[config.mk]
export PLATFORM = sky130hd
export DESIGN_NAME = rv_core_top
export DESIGN_NICKNAME = d
export VERILOG_FILES = /design/src/verilog/rv_core_pkg.sv /design/src/verilog/decode_unit.sv /design/src/verilog/exec_unit.sv /design/src/verilog/fetch_unit.sv /design/src/verilog/load_store_unit.sv /design/src/verilog/mem_arbiter.sv /design/src/verilog/reg_file.sv /design/src/verilog/rv_core_top.sv
export SDC_FILE = /design/constraint.sdc
export NUM_CORES = 2
export LEC_CHECK = 0
export BUFFER_PORTS_ARGS = -buffer_cell sky130_fd_sc_hd__buf_2
export CORE_ASPECT_RATIO = 1.1
export CORE_MARGIN = 3
export CORE_UTILIZATION = 69
export DETAILED_ROUTE_END_ITERATION = 16
export PLACE_DENSITY = 0.83
export SLEW_MARGIN = 10
export SYNTH_ARGS = -nofsm -noshare
export SYNTH_HDL_FRONTEND = slang
export SYNTH_SLANG_ARGS = --single-unit
[constraint.sdc]
create_clock -name clk -period 15.4 [get_ports clk]
set_clock_uncertainty 0.2 [all_clocks]
set_input_delay 2.31 -clock clk [delete_from_list [all_inputs] [get_ports clk]]
set_output_delay 2.31 -clock clk [all_outputs]
set_load 0.03 [all_outputs]
[src/verilog/rv_core_pkg.sv]
`default_nettype none

package rv_core_pkg;

  typedef logic [31:0] word_t;
  typedef logic [31:0] addr_t;
  typedef logic [4:0]  reg_idx_t;

  // major opcodes of the supported subset
  typedef enum logic [6:0] {
    opc_lui    = 7'b0110111,
    opc_op_imm = 7'b0010011,
    opc_op     = 7'b0110011,
    opc_load   = 7'b0000011,
    opc_store  = 7'b0100011,
    opc_branch = 7'b1100011,
    opc_jal    = 7'b1101111,
    opc_system = 7'b1110011
  } opcode_t;

  localparam word_t inst_ebreak = 32'h0010_0073;

  typedef enum logic [2:0] {
    alu_add, alu_sub, alu_and, alu_or, alu_xor, alu_slt, alu_pass_b
  } alu_op_t;

  typedef enum logic [2:0] {
    op_alu, op_load, op_store, op_branch_eq, op_branch_ne, op_jal, op_halt, op_illegal
  } op_kind_t;

  typedef struct packed {
    addr_t pc;
    word_t inst;
  } fetch_pkt_t;

  typedef struct packed {
    addr_t    pc;
    op_kind_t kind;
    alu_op_t  alu_op;
    word_t    operand_a;
    word_t    operand_b;
    word_t    rs2_val;
    word_t    imm;
    reg_idx_t rd;
  } dec_pkt_t;

  typedef struct packed {
    logic  write;
    addr_t addr;
    word_t wdata;
  } lsu_req_t;

  typedef struct packed {
    logic  write;
    addr_t addr;
    word_t wdata;
  } mem_req_t;

  typedef struct packed {
    word_t rdata;
    logic  err;
  } mem_rsp_t;

endpackage

`default_nettype wire

[src/verilog/decode_unit.sv]
`timescale 1ns/1ps
`default_nettype none

module decode_unit import rv_core_pkg::*; (
  input  logic       fetch_valid,
  output logic       fetch_ready,
  input  fetch_pkt_t fetch_pkt,
  output reg_idx_t   raddr1,
  output reg_idx_t   raddr2,
  input  word_t      rdata1,
  input  word_t      rdata2,
  output logic       dec_valid,
  input  logic       dec_ready,
  output dec_pkt_t   dec_pkt
);

  word_t      inst;
  opcode_t    opcode;
  logic [2:0] funct3;
  logic [6:0] funct7;
  word_t      imm_i;
  word_t      imm_s;
  word_t      imm_b;
  word_t      imm_j;
  word_t      imm_u;

  assign inst   = fetch_pkt.inst;
  assign opcode = opcode_t'(inst[6:0]);
  assign funct3 = inst[14:12];
  assign funct7 = inst[31:25];
  assign raddr1 = inst[19:15];
  assign raddr2 = inst[24:20];

  assign imm_i = {{20{inst[31]}}, inst[31:20]};
  assign imm_s = {{20{inst[31]}}, inst[31:25], inst[11:7]};
  assign imm_b = {{19{inst[31]}}, inst[31], inst[7], inst[30:25], inst[11:8], 1'b0};
  assign imm_j = {{11{inst[31]}}, inst[31], inst[19:12], inst[20], inst[30:21], 1'b0};
  assign imm_u = {inst[31:12], 12'b0};

  // no state here, so the handshake passes straight through
  assign dec_valid   = fetch_valid;
  assign fetch_ready = dec_ready;

  always_comb begin
    dec_pkt.pc        = fetch_pkt.pc;
    dec_pkt.kind      = op_illegal;
    dec_pkt.alu_op    = alu_add;
    dec_pkt.operand_a = rdata1;
    dec_pkt.operand_b = rdata2;
    dec_pkt.rs2_val   = rdata2;
    dec_pkt.imm       = imm_i;
    dec_pkt.rd        = inst[11:7];
    case (opcode)
      opc_lui: begin
        dec_pkt.kind      = op_alu;
        dec_pkt.alu_op    = alu_pass_b;
        dec_pkt.operand_b = imm_u;
        dec_pkt.imm       = imm_u;
      end
      opc_op_imm: begin
        // addi only
        if (funct3 == 3'b000) begin
          dec_pkt.kind      = op_alu;
          dec_pkt.operand_b = imm_i;
        end
      end
      opc_op: begin
        if (funct7 == 7'b0100000 && funct3 == 3'b000) begin
          dec_pkt.kind   = op_alu;
          dec_pkt.alu_op = alu_sub;
        end else if (funct7 == 7'b0000000) begin
          dec_pkt.kind = op_alu;
          case (funct3)
            3'b000:  dec_pkt.alu_op = alu_add;
            3'b010:  dec_pkt.alu_op = alu_slt;
            3'b100:  dec_pkt.alu_op = alu_xor;
            3'b110:  dec_pkt.alu_op = alu_or;
            3'b111:  dec_pkt.alu_op = alu_and;
            default: dec_pkt.kind   = op_illegal;
          endcase
        end
      end
      opc_load: begin
        if (funct3 == 3'b010) begin
          dec_pkt.kind      = op_load;
          dec_pkt.operand_b = imm_i;
        end
      end
      opc_store: begin
        if (funct3 == 3'b010) begin
          dec_pkt.kind      = op_store;
          dec_pkt.operand_b = imm_s;
          dec_pkt.imm       = imm_s;
        end
      end
      opc_branch: begin
        dec_pkt.imm = imm_b;
        if (funct3 == 3'b000) begin
          dec_pkt.kind = op_branch_eq;
        end else if (funct3 == 3'b001) begin
          dec_pkt.kind = op_branch_ne;
        end
      end
      opc_jal: begin
        dec_pkt.kind = op_jal;
        dec_pkt.imm  = imm_j;
      end
      opc_system: begin
        if (inst == inst_ebreak) begin
          dec_pkt.kind = op_halt;
        end
      end
      default: dec_pkt.kind = op_illegal;
    endcase
  end

endmodule

`default_nettype wire

[src/verilog/exec_unit.sv]
`timescale 1ns/1ps
`default_nettype none

module exec_unit import rv_core_pkg::*; (
  input  logic     clk,
  input  logic     rst_n,
  input  logic     dec_valid,
  output logic     dec_ready,
  input  dec_pkt_t dec_pkt,
  output logic     npc_valid,
  output addr_t    npc,
  output logic     wen,
  output reg_idx_t waddr,
  output word_t    wdata,
  output logic     lsu_valid,
  input  logic     lsu_ready,
  output lsu_req_t lsu_req,
  input  logic     lsu_done,
  input  word_t    lsu_rdata,
  input  logic     lsu_err,
  output logic     halted,
  output logic     fault,
  output logic     illegal
);

  typedef enum logic [1:0] {e_idle, e_mem, e_wb, e_stopped} exec_state_t;

  exec_state_t state;
  logic        req_pend;
  logic        wb_en;
  word_t       alu_result;
  logic        take_target;
  addr_t       pc_plus4;
  addr_t       next_pc;

  assign dec_ready = (state == e_idle);
  assign lsu_valid = (state == e_mem) && req_pend;
  assign npc_valid = (state == e_wb);
  assign wen       = (state == e_wb) && wb_en;

  always_comb begin
    case (dec_pkt.alu_op)
      alu_add:    alu_result = dec_pkt.operand_a + dec_pkt.operand_b;
      alu_sub:    alu_result = dec_pkt.operand_a - dec_pkt.operand_b;
      alu_and:    alu_result = dec_pkt.operand_a & dec_pkt.operand_b;
      alu_or:     alu_result = dec_pkt.operand_a | dec_pkt.operand_b;
      alu_xor:    alu_result = dec_pkt.operand_a ^ dec_pkt.operand_b;
      alu_slt:    alu_result = {31'b0, $signed(dec_pkt.operand_a) < $signed(dec_pkt.operand_b)};
      alu_pass_b: alu_result = dec_pkt.operand_b;
      default:    alu_result = dec_pkt.operand_a + dec_pkt.operand_b;
    endcase
  end

  // branch compare uses rs1 against rs2
  always_comb begin
    case (dec_pkt.kind)
      op_branch_eq: take_target = (dec_pkt.operand_a == dec_pkt.rs2_val);
      op_branch_ne: take_target = (dec_pkt.operand_a != dec_pkt.rs2_val);
      op_jal:       take_target = 1'b1;
      default:      take_target = 1'b0;
    endcase
  end

  assign pc_plus4 = dec_pkt.pc + 32'd4;
  assign next_pc  = take_target ? dec_pkt.pc + dec_pkt.imm : pc_plus4;

  always_ff @(posedge clk or negedge rst_n) begin
    if (!rst_n) begin
      state    <= e_idle;
      req_pend <= 1'b0;
      wb_en    <= 1'b0;
      halted   <= 1'b0;
      fault    <= 1'b0;
      illegal  <= 1'b0;
    end else begin
      case (state)
        e_idle: begin
          if (dec_valid) begin
            case (dec_pkt.kind)
              op_load, op_store: begin
                state    <= e_mem;
                req_pend <= 1'b1;
                wb_en    <= (dec_pkt.kind == op_load);
              end
              op_halt: begin
                halted <= 1'b1;
                state  <= e_stopped;
              end
              op_illegal: begin
                halted  <= 1'b1;
                illegal <= 1'b1;
                state   <= e_stopped;
              end
              default: begin
                state <= e_wb;
                wb_en <= (dec_pkt.kind == op_alu) || (dec_pkt.kind == op_jal);
              end
            endcase
          end
        end
        e_mem: begin
          if (lsu_valid && lsu_ready) begin
            req_pend <= 1'b0;
          end
          if (lsu_done) begin
            if (lsu_err) begin
              fault  <= 1'b1;
              halted <= 1'b1;
              state  <= e_stopped;
            end else begin
              state <= e_wb;
            end
          end
        end
        e_wb:    state <= e_idle;
        default: state <= e_stopped;
      endcase
    end
  end

  // result, target and memory op captured on accept
  always_ff @(posedge clk) begin
    if (state == e_idle && dec_valid) begin
      waddr         <= dec_pkt.rd;
      wdata         <= (dec_pkt.kind == op_jal) ? pc_plus4 : alu_result;
      npc           <= next_pc;
      lsu_req.write <= (dec_pkt.kind == op_store);
      lsu_req.addr  <= alu_result;
      lsu_req.wdata <= dec_pkt.rs2_val;
    end else if (state == e_mem && lsu_done) begin
      wdata <= lsu_rdata;
    end
  end

endmodule

`default_nettype wire

[src/verilog/fetch_unit.sv]
`timescale 1ns/1ps
`default_nettype none

module fetch_unit import rv_core_pkg::*; #(
  parameter addr_t reset_pc = '0
) (
  input  logic       clk,
  input  logic       rst_n,
  input  logic       npc_valid,
  input  addr_t      npc,
  output logic       fetch_valid,
  input  logic       fetch_ready,
  output fetch_pkt_t fetch_pkt,
  output logic       req_valid,
  output mem_req_t   req,
  input  logic       req_ready,
  input  logic       rsp_valid,
  input  mem_rsp_t   rsp
);

  typedef enum logic [1:0] {f_idle, f_req, f_wait, f_hold} fetch_state_t;

  fetch_state_t state;
  addr_t        pc;

  assign req_valid   = (state == f_req);
  assign req.write   = 1'b0;
  assign req.addr    = pc;
  assign req.wdata   = '0;
  assign fetch_valid = (state == f_hold);

  // first request goes out right after reset
  always_ff @(posedge clk or negedge rst_n) begin
    if (!rst_n) begin
      state <= f_req;
      pc    <= reset_pc;
    end else begin
      case (state)
        f_idle: begin
          if (npc_valid) begin
            pc    <= npc;
            state <= f_req;
          end
        end
        f_req: begin
          if (req_ready) begin
            state <= f_wait;
          end
        end
        f_wait: begin
          if (rsp_valid) begin
            state <= f_hold;
          end
        end
        default: begin
          if (fetch_ready) begin
            state <= f_idle;
          end
        end
      endcase
    end
  end

  // a failed fetch hands decode a zero word, which traps as illegal
  always_ff @(posedge clk) begin
    if (state == f_wait && rsp_valid) begin
      fetch_pkt.pc   <= pc;
      fetch_pkt.inst <= rsp.err ? '0 : rsp.rdata;
    end
  end

endmodule

`default_nettype wire

[src/verilog/load_store_unit.sv]
`timescale 1ns/1ps
`default_nettype none

module load_store_unit import rv_core_pkg::*; (
  input  logic     clk,
  input  logic     rst_n,
  input  logic     lsu_valid,
  output logic     lsu_ready,
  input  lsu_req_t lsu_req,
  output logic     lsu_done,
  output word_t    lsu_rdata,
  output logic     lsu_err,
  output logic     req_valid,
  output mem_req_t req,
  input  logic     req_ready,
  input  logic     rsp_valid,
  input  mem_rsp_t rsp
);

  typedef enum logic [1:0] {l_idle, l_req, l_wait} lsu_state_t;

  lsu_state_t state;

  assign lsu_ready = (state == l_idle);
  assign req_valid = (state == l_req);

  // the response is handed back in the cycle it arrives
  assign lsu_done  = (state == l_wait) && rsp_valid;
  assign lsu_rdata = rsp.rdata;
  assign lsu_err   = rsp.err;

  always_ff @(posedge clk or negedge rst_n) begin
    if (!rst_n) begin
      state <= l_idle;
    end else begin
      case (state)
        l_idle:  if (lsu_valid) state <= l_req;
        l_req:   if (req_ready) state <= l_wait;
        l_wait:  if (rsp_valid) state <= l_idle;
        default: state <= l_idle;
      endcase
    end
  end

  // bus payload held stable until granted
  always_ff @(posedge clk) begin
    if (lsu_valid && lsu_ready) begin
      req.write <= lsu_req.write;
      req.addr  <= lsu_req.addr;
      req.wdata <= lsu_req.wdata;
    end
  end

endmodule

`default_nettype wire

[src/verilog/mem_arbiter.sv]
`timescale 1ns/1ps
`default_nettype none

module mem_arbiter import rv_core_pkg::*; (
  input  logic     clk,
  input  logic     rst_n,
  input  logic     ifu_req_valid,
  input  mem_req_t ifu_req,
  output logic     ifu_req_ready,
  output logic     ifu_rsp_valid,
  input  logic     lsu_req_valid,
  input  mem_req_t lsu_req,
  output logic     lsu_req_ready,
  output logic     lsu_rsp_valid,
  output logic     mem_req_valid,
  output mem_req_t mem_req,
  input  logic     mem_req_ready,
  input  logic     mem_rsp_valid,
  input  mem_rsp_t mem_rsp,
  output mem_rsp_t mem_rsp_out
);

  logic busy;
  // set when load/store owns the outstanding request
  logic owner_lsu;

  assign mem_req_valid = !busy && (lsu_req_valid || ifu_req_valid);
  assign mem_req       = lsu_req_valid ? lsu_req : ifu_req;
  assign lsu_req_ready = !busy && mem_req_ready;
  assign ifu_req_ready = !busy && !lsu_req_valid && mem_req_ready;

  assign ifu_rsp_valid = mem_rsp_valid && busy && !owner_lsu;
  assign lsu_rsp_valid = mem_rsp_valid && busy && owner_lsu;
  assign mem_rsp_out   = mem_rsp;

  always_ff @(posedge clk or negedge rst_n) begin
    if (!rst_n) begin
      busy      <= 1'b0;
      owner_lsu <= 1'b0;
    end else if (mem_req_valid && mem_req_ready) begin
      busy      <= 1'b1;
      owner_lsu <= lsu_req_valid;
    end else if (mem_rsp_valid) begin
      busy <= 1'b0;
    end
  end

endmodule

`default_nettype wire

[src/verilog/reg_file.sv]
`timescale 1ns/1ps
`default_nettype none

module reg_file import rv_core_pkg::*; (
  input  logic     clk,
  input  logic     rst_n,
  input  reg_idx_t raddr1,
  output word_t    rdata1,
  input  reg_idx_t raddr2,
  output word_t    rdata2,
  input  logic     wen,
  input  reg_idx_t waddr,
  input  word_t    wdata
);

  // x0 has no storage
  word_t regs [1:31];

  always_ff @(posedge clk or negedge rst_n) begin
    if (!rst_n) begin
      for (int i = 1; i < 32; i++) begin
        regs[i] <= '0;
      end
    end else if (wen && waddr != '0) begin
      regs[waddr] <= wdata;
    end
  end

  assign rdata1 = (raddr1 == '0) ? '0 : regs[raddr1];
  assign rdata2 = (raddr2 == '0) ? '0 : regs[raddr2];

endmodule

`default_nettype wire

[src/verilog/rv_core_top.sv]
`timescale 1ns/1ps
`default_nettype none

module rv_core_top import rv_core_pkg::*; #(
  parameter addr_t reset_pc = '0
) (
  input  logic     clk,
  input  logic     rst_n,
  output logic     mem_req_valid,
  output mem_req_t mem_req,
  input  logic     mem_req_ready,
  input  logic     mem_rsp_valid,
  input  mem_rsp_t mem_rsp,
  output logic     halted,
  output logic     fault,
  output logic     illegal
);

  logic       fetch_valid;
  logic       fetch_ready;
  fetch_pkt_t fetch_pkt;
  reg_idx_t   raddr1;
  reg_idx_t   raddr2;
  word_t      rdata1;
  word_t      rdata2;
  logic       dec_valid;
  logic       dec_ready;
  dec_pkt_t   dec_pkt;
  logic       npc_valid;
  addr_t      npc;
  logic       wen;
  reg_idx_t   waddr;
  word_t      wdata;
  logic       lsu_valid;
  logic       lsu_ready;
  lsu_req_t   lsu_req;
  logic       lsu_done;
  word_t      lsu_rdata;
  logic       lsu_err;

  // arbiter client ports
  logic       ifu_req_valid;
  mem_req_t   ifu_req;
  logic       ifu_req_ready;
  logic       ifu_rsp_valid;
  logic       lsu_mem_req_valid;
  mem_req_t   lsu_mem_req;
  logic       lsu_mem_req_ready;
  logic       lsu_mem_rsp_valid;
  mem_rsp_t   shared_rsp;

  fetch_unit #(.reset_pc(reset_pc)) u_fetch (
    .clk(clk), .rst_n(rst_n),
    .npc_valid(npc_valid), .npc(npc),
    .fetch_valid(fetch_valid), .fetch_ready(fetch_ready), .fetch_pkt(fetch_pkt),
    .req_valid(ifu_req_valid), .req(ifu_req), .req_ready(ifu_req_ready),
    .rsp_valid(ifu_rsp_valid), .rsp(shared_rsp)
  );

  decode_unit u_decode (
    .fetch_valid(fetch_valid), .fetch_ready(fetch_ready), .fetch_pkt(fetch_pkt),
    .raddr1(raddr1), .raddr2(raddr2), .rdata1(rdata1), .rdata2(rdata2),
    .dec_valid(dec_valid), .dec_ready(dec_ready), .dec_pkt(dec_pkt)
  );

  exec_unit u_exec (
    .clk(clk), .rst_n(rst_n),
    .dec_valid(dec_valid), .dec_ready(dec_ready), .dec_pkt(dec_pkt),
    .npc_valid(npc_valid), .npc(npc),
    .wen(wen), .waddr(waddr), .wdata(wdata),
    .lsu_valid(lsu_valid), .lsu_ready(lsu_ready), .lsu_req(lsu_req),
    .lsu_done(lsu_done), .lsu_rdata(lsu_rdata), .lsu_err(lsu_err),
    .halted(halted), .fault(fault), .illegal(illegal)
  );

  reg_file u_regs (
    .clk(clk), .rst_n(rst_n),
    .raddr1(raddr1), .rdata1(rdata1),
    .raddr2(raddr2), .rdata2(rdata2),
    .wen(wen), .waddr(waddr), .wdata(wdata)
  );

  load_store_unit u_lsu (
    .clk(clk), .rst_n(rst_n),
    .lsu_valid(lsu_valid), .lsu_ready(lsu_ready), .lsu_req(lsu_req),
    .lsu_done(lsu_done), .lsu_rdata(lsu_rdata), .lsu_err(lsu_err),
    .req_valid(lsu_mem_req_valid), .req(lsu_mem_req), .req_ready(lsu_mem_req_ready),
    .rsp_valid(lsu_mem_rsp_valid), .rsp(shared_rsp)
  );

  mem_arbiter u_arb (
    .clk(clk), .rst_n(rst_n),
    .ifu_req_valid(ifu_req_valid), .ifu_req(ifu_req),
    .ifu_req_ready(ifu_req_ready), .ifu_rsp_valid(ifu_rsp_valid),
    .lsu_req_valid(lsu_mem_req_valid), .lsu_req(lsu_mem_req),
    .lsu_req_ready(lsu_mem_req_ready), .lsu_rsp_valid(lsu_mem_rsp_valid),
    .mem_req_valid(mem_req_valid), .mem_req(mem_req), .mem_req_ready(mem_req_ready),
    .mem_rsp_valid(mem_rsp_valid), .mem_rsp(mem_rsp), .mem_rsp_out(shared_rsp)
  );

endmodule

`default_nettype wire
* Yosys cells after proc, flatten, opt, wreduce, memory -nomap -nowiden
Cells that the tools add are included.
** Word-level totals
- Flip-flop bits (word level) :: 1300
- Output and inout port bits :: 69
- Input port bits :: 37
- Logic and storage cells :: 228
** Operators by class
- $add $sub $neg :: 4
- Equality and inequality tests :: 49
- $lt $le $gt $ge :: 5
- Bitwise logic cells :: 7
- Multiplexer cells :: 62
- Reduce and logical (&&, ||, !) cells :: 48
** Operator list (number)
- bitwise mux 992 bit :: 1
- two-way mux 32 bit :: 14
- binary-select mux 32 bit (select 5 bit) :: 2
- one-hot mux 32 bit (6 select lines) :: 1
- demux 32 bit (select 5 bit) :: 1
- one-hot mux 32 bit (4 select lines) :: 1
- one-hot mux 31 bit (4 select lines) :: 1
- two-way mux 65 bit :: 1
- adder 32 bit :: 2
- adder 32 x 3 -> 32 bit, second input constant :: 1
- AND 32 bit :: 1
- == test 32 x 21 -> 1 bit, second input constant :: 1
- == test 32 bit :: 1
- less-than comparator 32 bit :: 1
- != test 32 bit :: 1
- bitwise OR 32 bit :: 1
- subtractor 32 bit :: 1
- bitwise XOR 32 bit :: 1
- == test 3 bit, second input constant :: 10
- == test 7 x 6 -> 1 bit, second input constant :: 4
- one-hot mux 3 bit (8 select lines) :: 1
- == test 7 bit, second input constant :: 3
- two-way mux 2 bit :: 10
- greater-or-equal comparator 6 bit, second input constant :: 3
- 37 further kinds :: 111

* Depth between registers and ports, before layout
- Depth after elaboration :: 11
- Mapped depth :: 28
- Mapped depth without buffers :: 24

* Hierarchy
A second synthesis with hierarchy kept.
** Unflattened totals
- Cells, all modules :: 6550
- Area, all modules :: 76752.4 um^2
** Modules (own cells, without submodules)
- reg_file :: sequential area each 24823.8 um^2, times used 1, cells each 4066, area each 53277.3 um^2
- exec_unit :: sequential area each 4199.0 um^2, times used 1, cells each 1609, area each 13534.2 um^2
- fetch_unit :: sequential area each 2773.9 um^2, times used 1, cells each 219, area each 3766.1 um^2
- decode_unit :: sequential area each 0.0 um^2, times used 1, cells each 426, area each 2646.3 um^2
- load_store_unit :: sequential area each 2001.9 um^2, times used 1, cells each 110, area each 2308.5 um^2
- mem_arbiter :: sequential area each 50.0 um^2, times used 1, cells each 120, area each 1219.9 um^2

* Worst setup path before layout
No wires, ideal clock.
- Path kind :: input port to flip-flop
- From :: in mem_rsp_valid
- To :: reg, netlist name u_fetch.fetch_pkt[0]
- Arrival time :: 7040 ps
- Path slack :: 7582 ps
- Required time :: 14622 ps
- Library setup time :: 578 ps
- Stages :: 2
- Buffers on the path :: 0
- Cell sequence :: nand2_1 > nor3b_1
** On the way
- Longest elaborated chain between the ends :: 3
** Ends and longest elaborated chain
- from (decl) :: line rv_core_top.sv:12 : input logic mem_rsp_valid,
- logical AND 1 bit (2 in a row) :: line mem_arbiter.sv:32 : assign ifu_rsp_valid = mem_rsp_valid && busy && !owner_lsu;
- logical AND 1 bit :: line fetch_unit.sv:66 : if (state == f_wait && rsp_valid) begin
No other way between the ends.
A chain may end at the register's enable or synchronous reset.

* Worst setup path in the final report
- From :: reg, netlist name u_fetch.fetch_pkt[20]
- To :: reg u_exec.wdata[29], data pin
** On the way
- Longest elaborated chain between the ends :: 11
- Elaborated cells on any way between the ends :: 22
- Classes of those cells :: add/sub (2); eq/ne (2); mux (13); bitwise (4); reduce/logical (1)
** Ends and longest elaborated chain
- NOT 5 -> 6 bit (implied by the code) :: line reg_file.sv:30 : assign rdata2 = (raddr2 == '0) ? '0 : regs[raddr2];
- binary-select mux 32 bit (select 5 bit) :: line reg_file.sv:30
- two-way mux 32 bit (implied by the code) (2 in a row) :: line reg_file.sv:30
- two-way mux 32 bit :: line reg_file.sv:30
- two-way mux 32 bit, on equally long branches :: line decode_unit.sv:90, decode_unit.sv:62, decode_unit.sv:84
- one-hot mux 32 bit (4 select lines) * :: line decode_unit.sv:53 : case (opcode)
- adder 32 bit, or another cell as far along :: line exec_unit.sv:43, exec_unit.sv:50
- one-hot mux 32 bit (6 select lines) * :: line exec_unit.sv:42 : case (dec_pkt.alu_op)
- net u_exec.alu_result[29] :: line exec_unit.sv:31 : word_t alu_result;
- two-way mux 32 bit * :: line exec_unit.sv:125 : wdata <= (dec_pkt.kind == op_jal) ? pc_plus4 : alu_result;
- two-way mux 32 bit * :: line exec_unit.sv:123 : if (state == e_idle && dec_valid) begin
- to (signal assigned) :: line exec_unit.sv:125
- to (signal assigned) :: line exec_unit.sv:131 : wdata <= lsu_rdata;
- to (decl) :: line exec_unit.sv:14 : output word_t wdata,
Mark *: on every way through the listed nets, which the timed path passes. The rest lies on a longest branch. The select of a mux whose other input is x is not followed.

==> impl_metrics.csv <==
group,metric,value,unit
yosys,ys.flop_type,"dfrtp_1",
worst_setup_path,path_delay_family,"compound AO/OA/AOI/OAI gates",
placed_design,gp_congestion,1.02,
detailed_routing,ant_nets,0,
worst_setup_path,crit_required,15.71,ns
sta,relSlewSlack,11.5,%
finish,final_cell_area,0.0793,sq mm
worst_setup_path,slowest_stage,"buf_4",
global_route,grt_use_total,41.6,%
worst_setup_path,rr_endpoint,"u_exec.wdata[29]",
pwr,power.total,0.00770,W
yosys,synth_edf_count,263,
global_route,met3_usage,11.6,%
finish,drive_above_1_share,37.2,%
global_route,busiest_layer,"met2",
yosys,ys_warn_count,0,
worst_setup_path,timing.rr.start,"u_fetch.fetch_pkt[20]",
worst_setup_path,cp.buffers_inverters,4,
floorplan,die_w,318,microns
sta,max_freq,122,MHz
hold_path,holdCritStartpoint,"u_exec.lsu_req[39]",
pwr,powerDensity,97.1,mW/mm^2
floorplan,pin_count,106,
sta,hold_viol,0,
clock_tree,clk_pin_slew,0.07,ns
worst_setup_path,crit_chain,"buf_4, buf_4, buf_4, mux4_2, mux4_2, mux2i_1, nor2_1, a21oi_1, o21ai_0, inv_1, ha_1, a21oi_1, nor2_1, o21ai_0, a21o_1, a31oi_2, o211ai_1, a21oi_1, o211ai_1, a22oi_1, xnor2_1, a21o_1, a21o_1",
detailed_routing,drt_iter0_markers,7504,
floorplan,fp.coreArea,0.106,sq mm
detailed_routing,routed_wl,231000,microns
detailed_routing,drc,0,
pwr,p_leak,35.9,nW
detailed_routing,vias_per_cell,7.51,
global_route,grtUsageMet2,63.2,%
clock_tree,post-cts-setup-buffers,0,
floorplan,die_h,349,microns
placed_design,placed_area,0.0750,sq mm
clock_tree,clk_path_buf_depth,3,
finish,fin_nets,5614,
global_route,grt_pass1_wl,341000,microns
yosys,synth_cell_type_count,102,
global_route,grt_pass1_vias,52424,
sta,period_share,53.1,%
sta,finalSetupTns,0,ns
yosys,yosysSeqAreaShare,45.9,%
worst_setup_path,crit_path_max_fanout,43,
pwr,ir_drop,0.125,mV
clock_tree,ctsHtreeMaxLevel,4,
global_route,met1_usage,53.4,%
clock_tree,clk-insertion-delay-late,0.77,ns
sta,setup_violations,0,
global_route,grt_overflow,0,
worst_setup_path,worst_setup_path_end_kind,"flip-flop",
worst_setup_path,cp-start-kind,"flip-flop",
yosys,avgSynthCellArea,13.3,sq um
detailed_routing,num_vias,52187,
yosys,synthCells,5562,
job,max-cap-violations,0,
clock_tree,cts_buffers,134,
placed_design,port_buffers,105,
clock_tree,cts_tree,"yes",
sta,final_max_slew_viol_count,0,
sta,tightest_slew,1.33,ns
finish,diodes,0,
clock_tree,clock_sinks,1300,
global_route,grt_start_max_net_pins,192,
finish,syn2layout_area_growth,7.57,%
worst_setup_path,crit_type,"flip-flop to flip-flop",
clock_tree,post_cts_resized,0,
detailed_routing,drt_first_pass_iters,9,
floorplan,start_util,69.6,%
hold_path,holdPathStages,0,
yosys,netlist_area,0.0737,sq mm
floorplan,row_count,125,
global_route,antenna_found_initial,3,
yosys,synth-seq-cells,1300,
sta,min_period,8.18,ns
hold_path,worstHoldPathType,"flip-flop to flip-flop",
clock_tree,cts_hold_buf,0,
sta,rsz0062_at_grt,"false",
worst_setup_path,cpPeakStageDelay,0.78,ns
hold_path,hold_end,"u_lsu.req[39]",
yosys,synth_nets,5726,
placed_design,dp_hpwl,139000,microns
worst_setup_path,reg2reg_slack,7.22,ns
status,status,"finished clean",
detailed_routing,avgRoutedWirePerCell,33.3,microns
floorplan,fp.dieArea,0.111,sq mm
yosys,async_flop_share,79.8,%
worst_setup_path,crit_arrival,8.49,ns
clock_tree,cts-root-buf,"clkbuf_16",
worst_setup_path,worstRegToRegCells,23,
==> sequential cells by signal, summed over array words and instances (netlist names) <==
| register | flops |
|---|---|
| u_exec.lsu_req | 65 |
| u_exec.halted | 1 |
| u_arb.busy | 1 |
| u_lsu.state | 2 |
| u_fetch.pc | 32 |
| u_exec.fault | 1 |
| u_exec.req_pend | 1 |
| u_exec.wb_en | 1 |
| u_exec.npc | 32 |
| u_exec.state | 2 |
| u_fetch.fetch_pkt | 64 |
| u_exec.wdata | 32 |
| u_arb.owner_lsu | 1 |
| u_exec.illegal | 1 |
| u_lsu.req | 65 |
| u_fetch.state | 2 |
| u_regs.regs | 992 |
| u_exec.waddr | 5 |
==> cell type report <==
cell class	count	area (sq um)
Clock inverter	44	429
Sequential cell	1300	33800
Clock buffer	196	3940
Timing Repair Buffer	225	1550
Multi-Input combinational cell	3660	37300
Inverter	129	487
Tap cell	1397	1750
Fill cell	6510	26600
==> layout by cell type, fill, tap and decap left out, types with 66 or more instances in the layout <==
cell,Yosys,routed
mux2_2,1069,1069
dfrtp_1,1036,1036
mux4_2,476,476
a21oi_1,263,263
edfxtp_1,263,263
nand2_1,249,231
mux2i_1,213,213
nor2_1,178,169
clkbuf_16,0,141
inv_1,125,124
ha_1,124,124
o21ai_0,119,118
buf_4,38,111
buf_2,56,104
o21ai_1,65,66
xnor2_1,66,66
==> cells in the mapped netlist (13+ instances only) <==
cell type	count	share of area [%]
buf_1	86	0.44
nand4_1	22	0.19
a31oi_1	17	0.14
a22oi_1	35	0.36
buf_2	56	0.38
o21ai_1	65	0.44
nand2b_1	20	0.17
mux2_1	30	0.46
xor2_1	40	0.48
or3_1	18	0.15
o211ai_1	50	0.51
edfxtp_1	263	11
inv_1	125	0.64
nand3_1	60	0.41
o21bai_1	22	0.22
xnor2_1	66	0.78
nor2b_1	56	0.48
and2_1	45	0.38
mux2_2	1069	16
a21o_1	40	0.41
nand2_1	249	1.3
a21oi_1	263	1.8
nor2_1	178	0.91
a221o_1	13	0.18
ha_1	124	2.1
nor4_1	23	0.20
mux4_2	476	15
nor3_1	49	0.33
buf_6	33	0.50
buf_4	38	0.39
o22ai_1	30	0.25
a22o_1	32	0.38
o21ai_0	119	0.81
mux2i_1	213	2.9
and3_1	23	0.20
o31ai_1	17	0.17
clkbuf_1	256	1.3
dfrtp_1	1036	35
==> metrics by stage <==
stage	setup WS, ns	cells	hold slack, ns	utilization, %
detailed placement	7.39	6711	0.205	70.8
floorplan	7.58	5562	0.200	-
global route	6.82	6951	0.223	74.9
CTS	7.34	6951	0.205	74.9
finish	7.22	6951	0.213	74.9
global placement	7.41	6711	0.200	70.8
==> cell families (layout without fill, tap and decap cells) <==
group | count (synthesis) | after routing | synth area share [%]
AND/OR/NAND/NOR | 810 | 810 | 5.42
XOR/XNOR | 106 | 106 | 1.26
multiplexers | 1789 | 1789 | 34.2
flip-flops | 1300 | 1300 | 45.9
AO/OA/AOI/OAI | 828 | 828 | 7.24
adder cells (fa/ha/maj) | 127 | 127 | 2.19
buffers and inverters | 602 | 594 | 3.75
==> worst max-delay path by stage <==
stage | start | end | slack [ns] | depth (start not counted)
after global routing | u_fetch.fetch_pkt[20] | u_exec.wdata[27] | 6.82 | 22
final | u_fetch.fetch_pkt[20] | u_exec.wdata[29] | 7.22 | 23
after detailed placement | u_fetch.fetch_pkt[20] | u_exec.lsu_req[32] | 7.39 | 22
after floorplan | mem_rsp_valid | u_fetch.fetch_pkt[0] | 7.58 | 2
after CTS | u_fetch.fetch_pkt[20] | u_exec.lsu_req[32] | 7.34 | 22
after global placement | u_fetch.fetch_pkt[20] | u_exec.wdata[26] | 7.41 | 23
==> per-layer routing <==
layer | vias to the layer above | routed length [microns] | share of wire [%]
met4 | 2 | 17900 | 7.7
met2 | 3613 | 105000 | 45
met1 | 26763 | 81500 | 35
li1 | 20879 | - | -
met5 | - | 15 | 0.0065
met3 | 930 | 27500 | 12
==> power breakdown <==
group / switching [W] / internal [W] / leakage [nW] / total (W)
Combinational: 0.000541 / 0.000282 / 16.9 / 0.000823
Sequential: 0.0000487 / 0.00357 / 16.8 / 0.00362
Clock: 0.00139 / 0.00187 / 2.13 / 0.00326
Power figures use the tool's default switching activity.
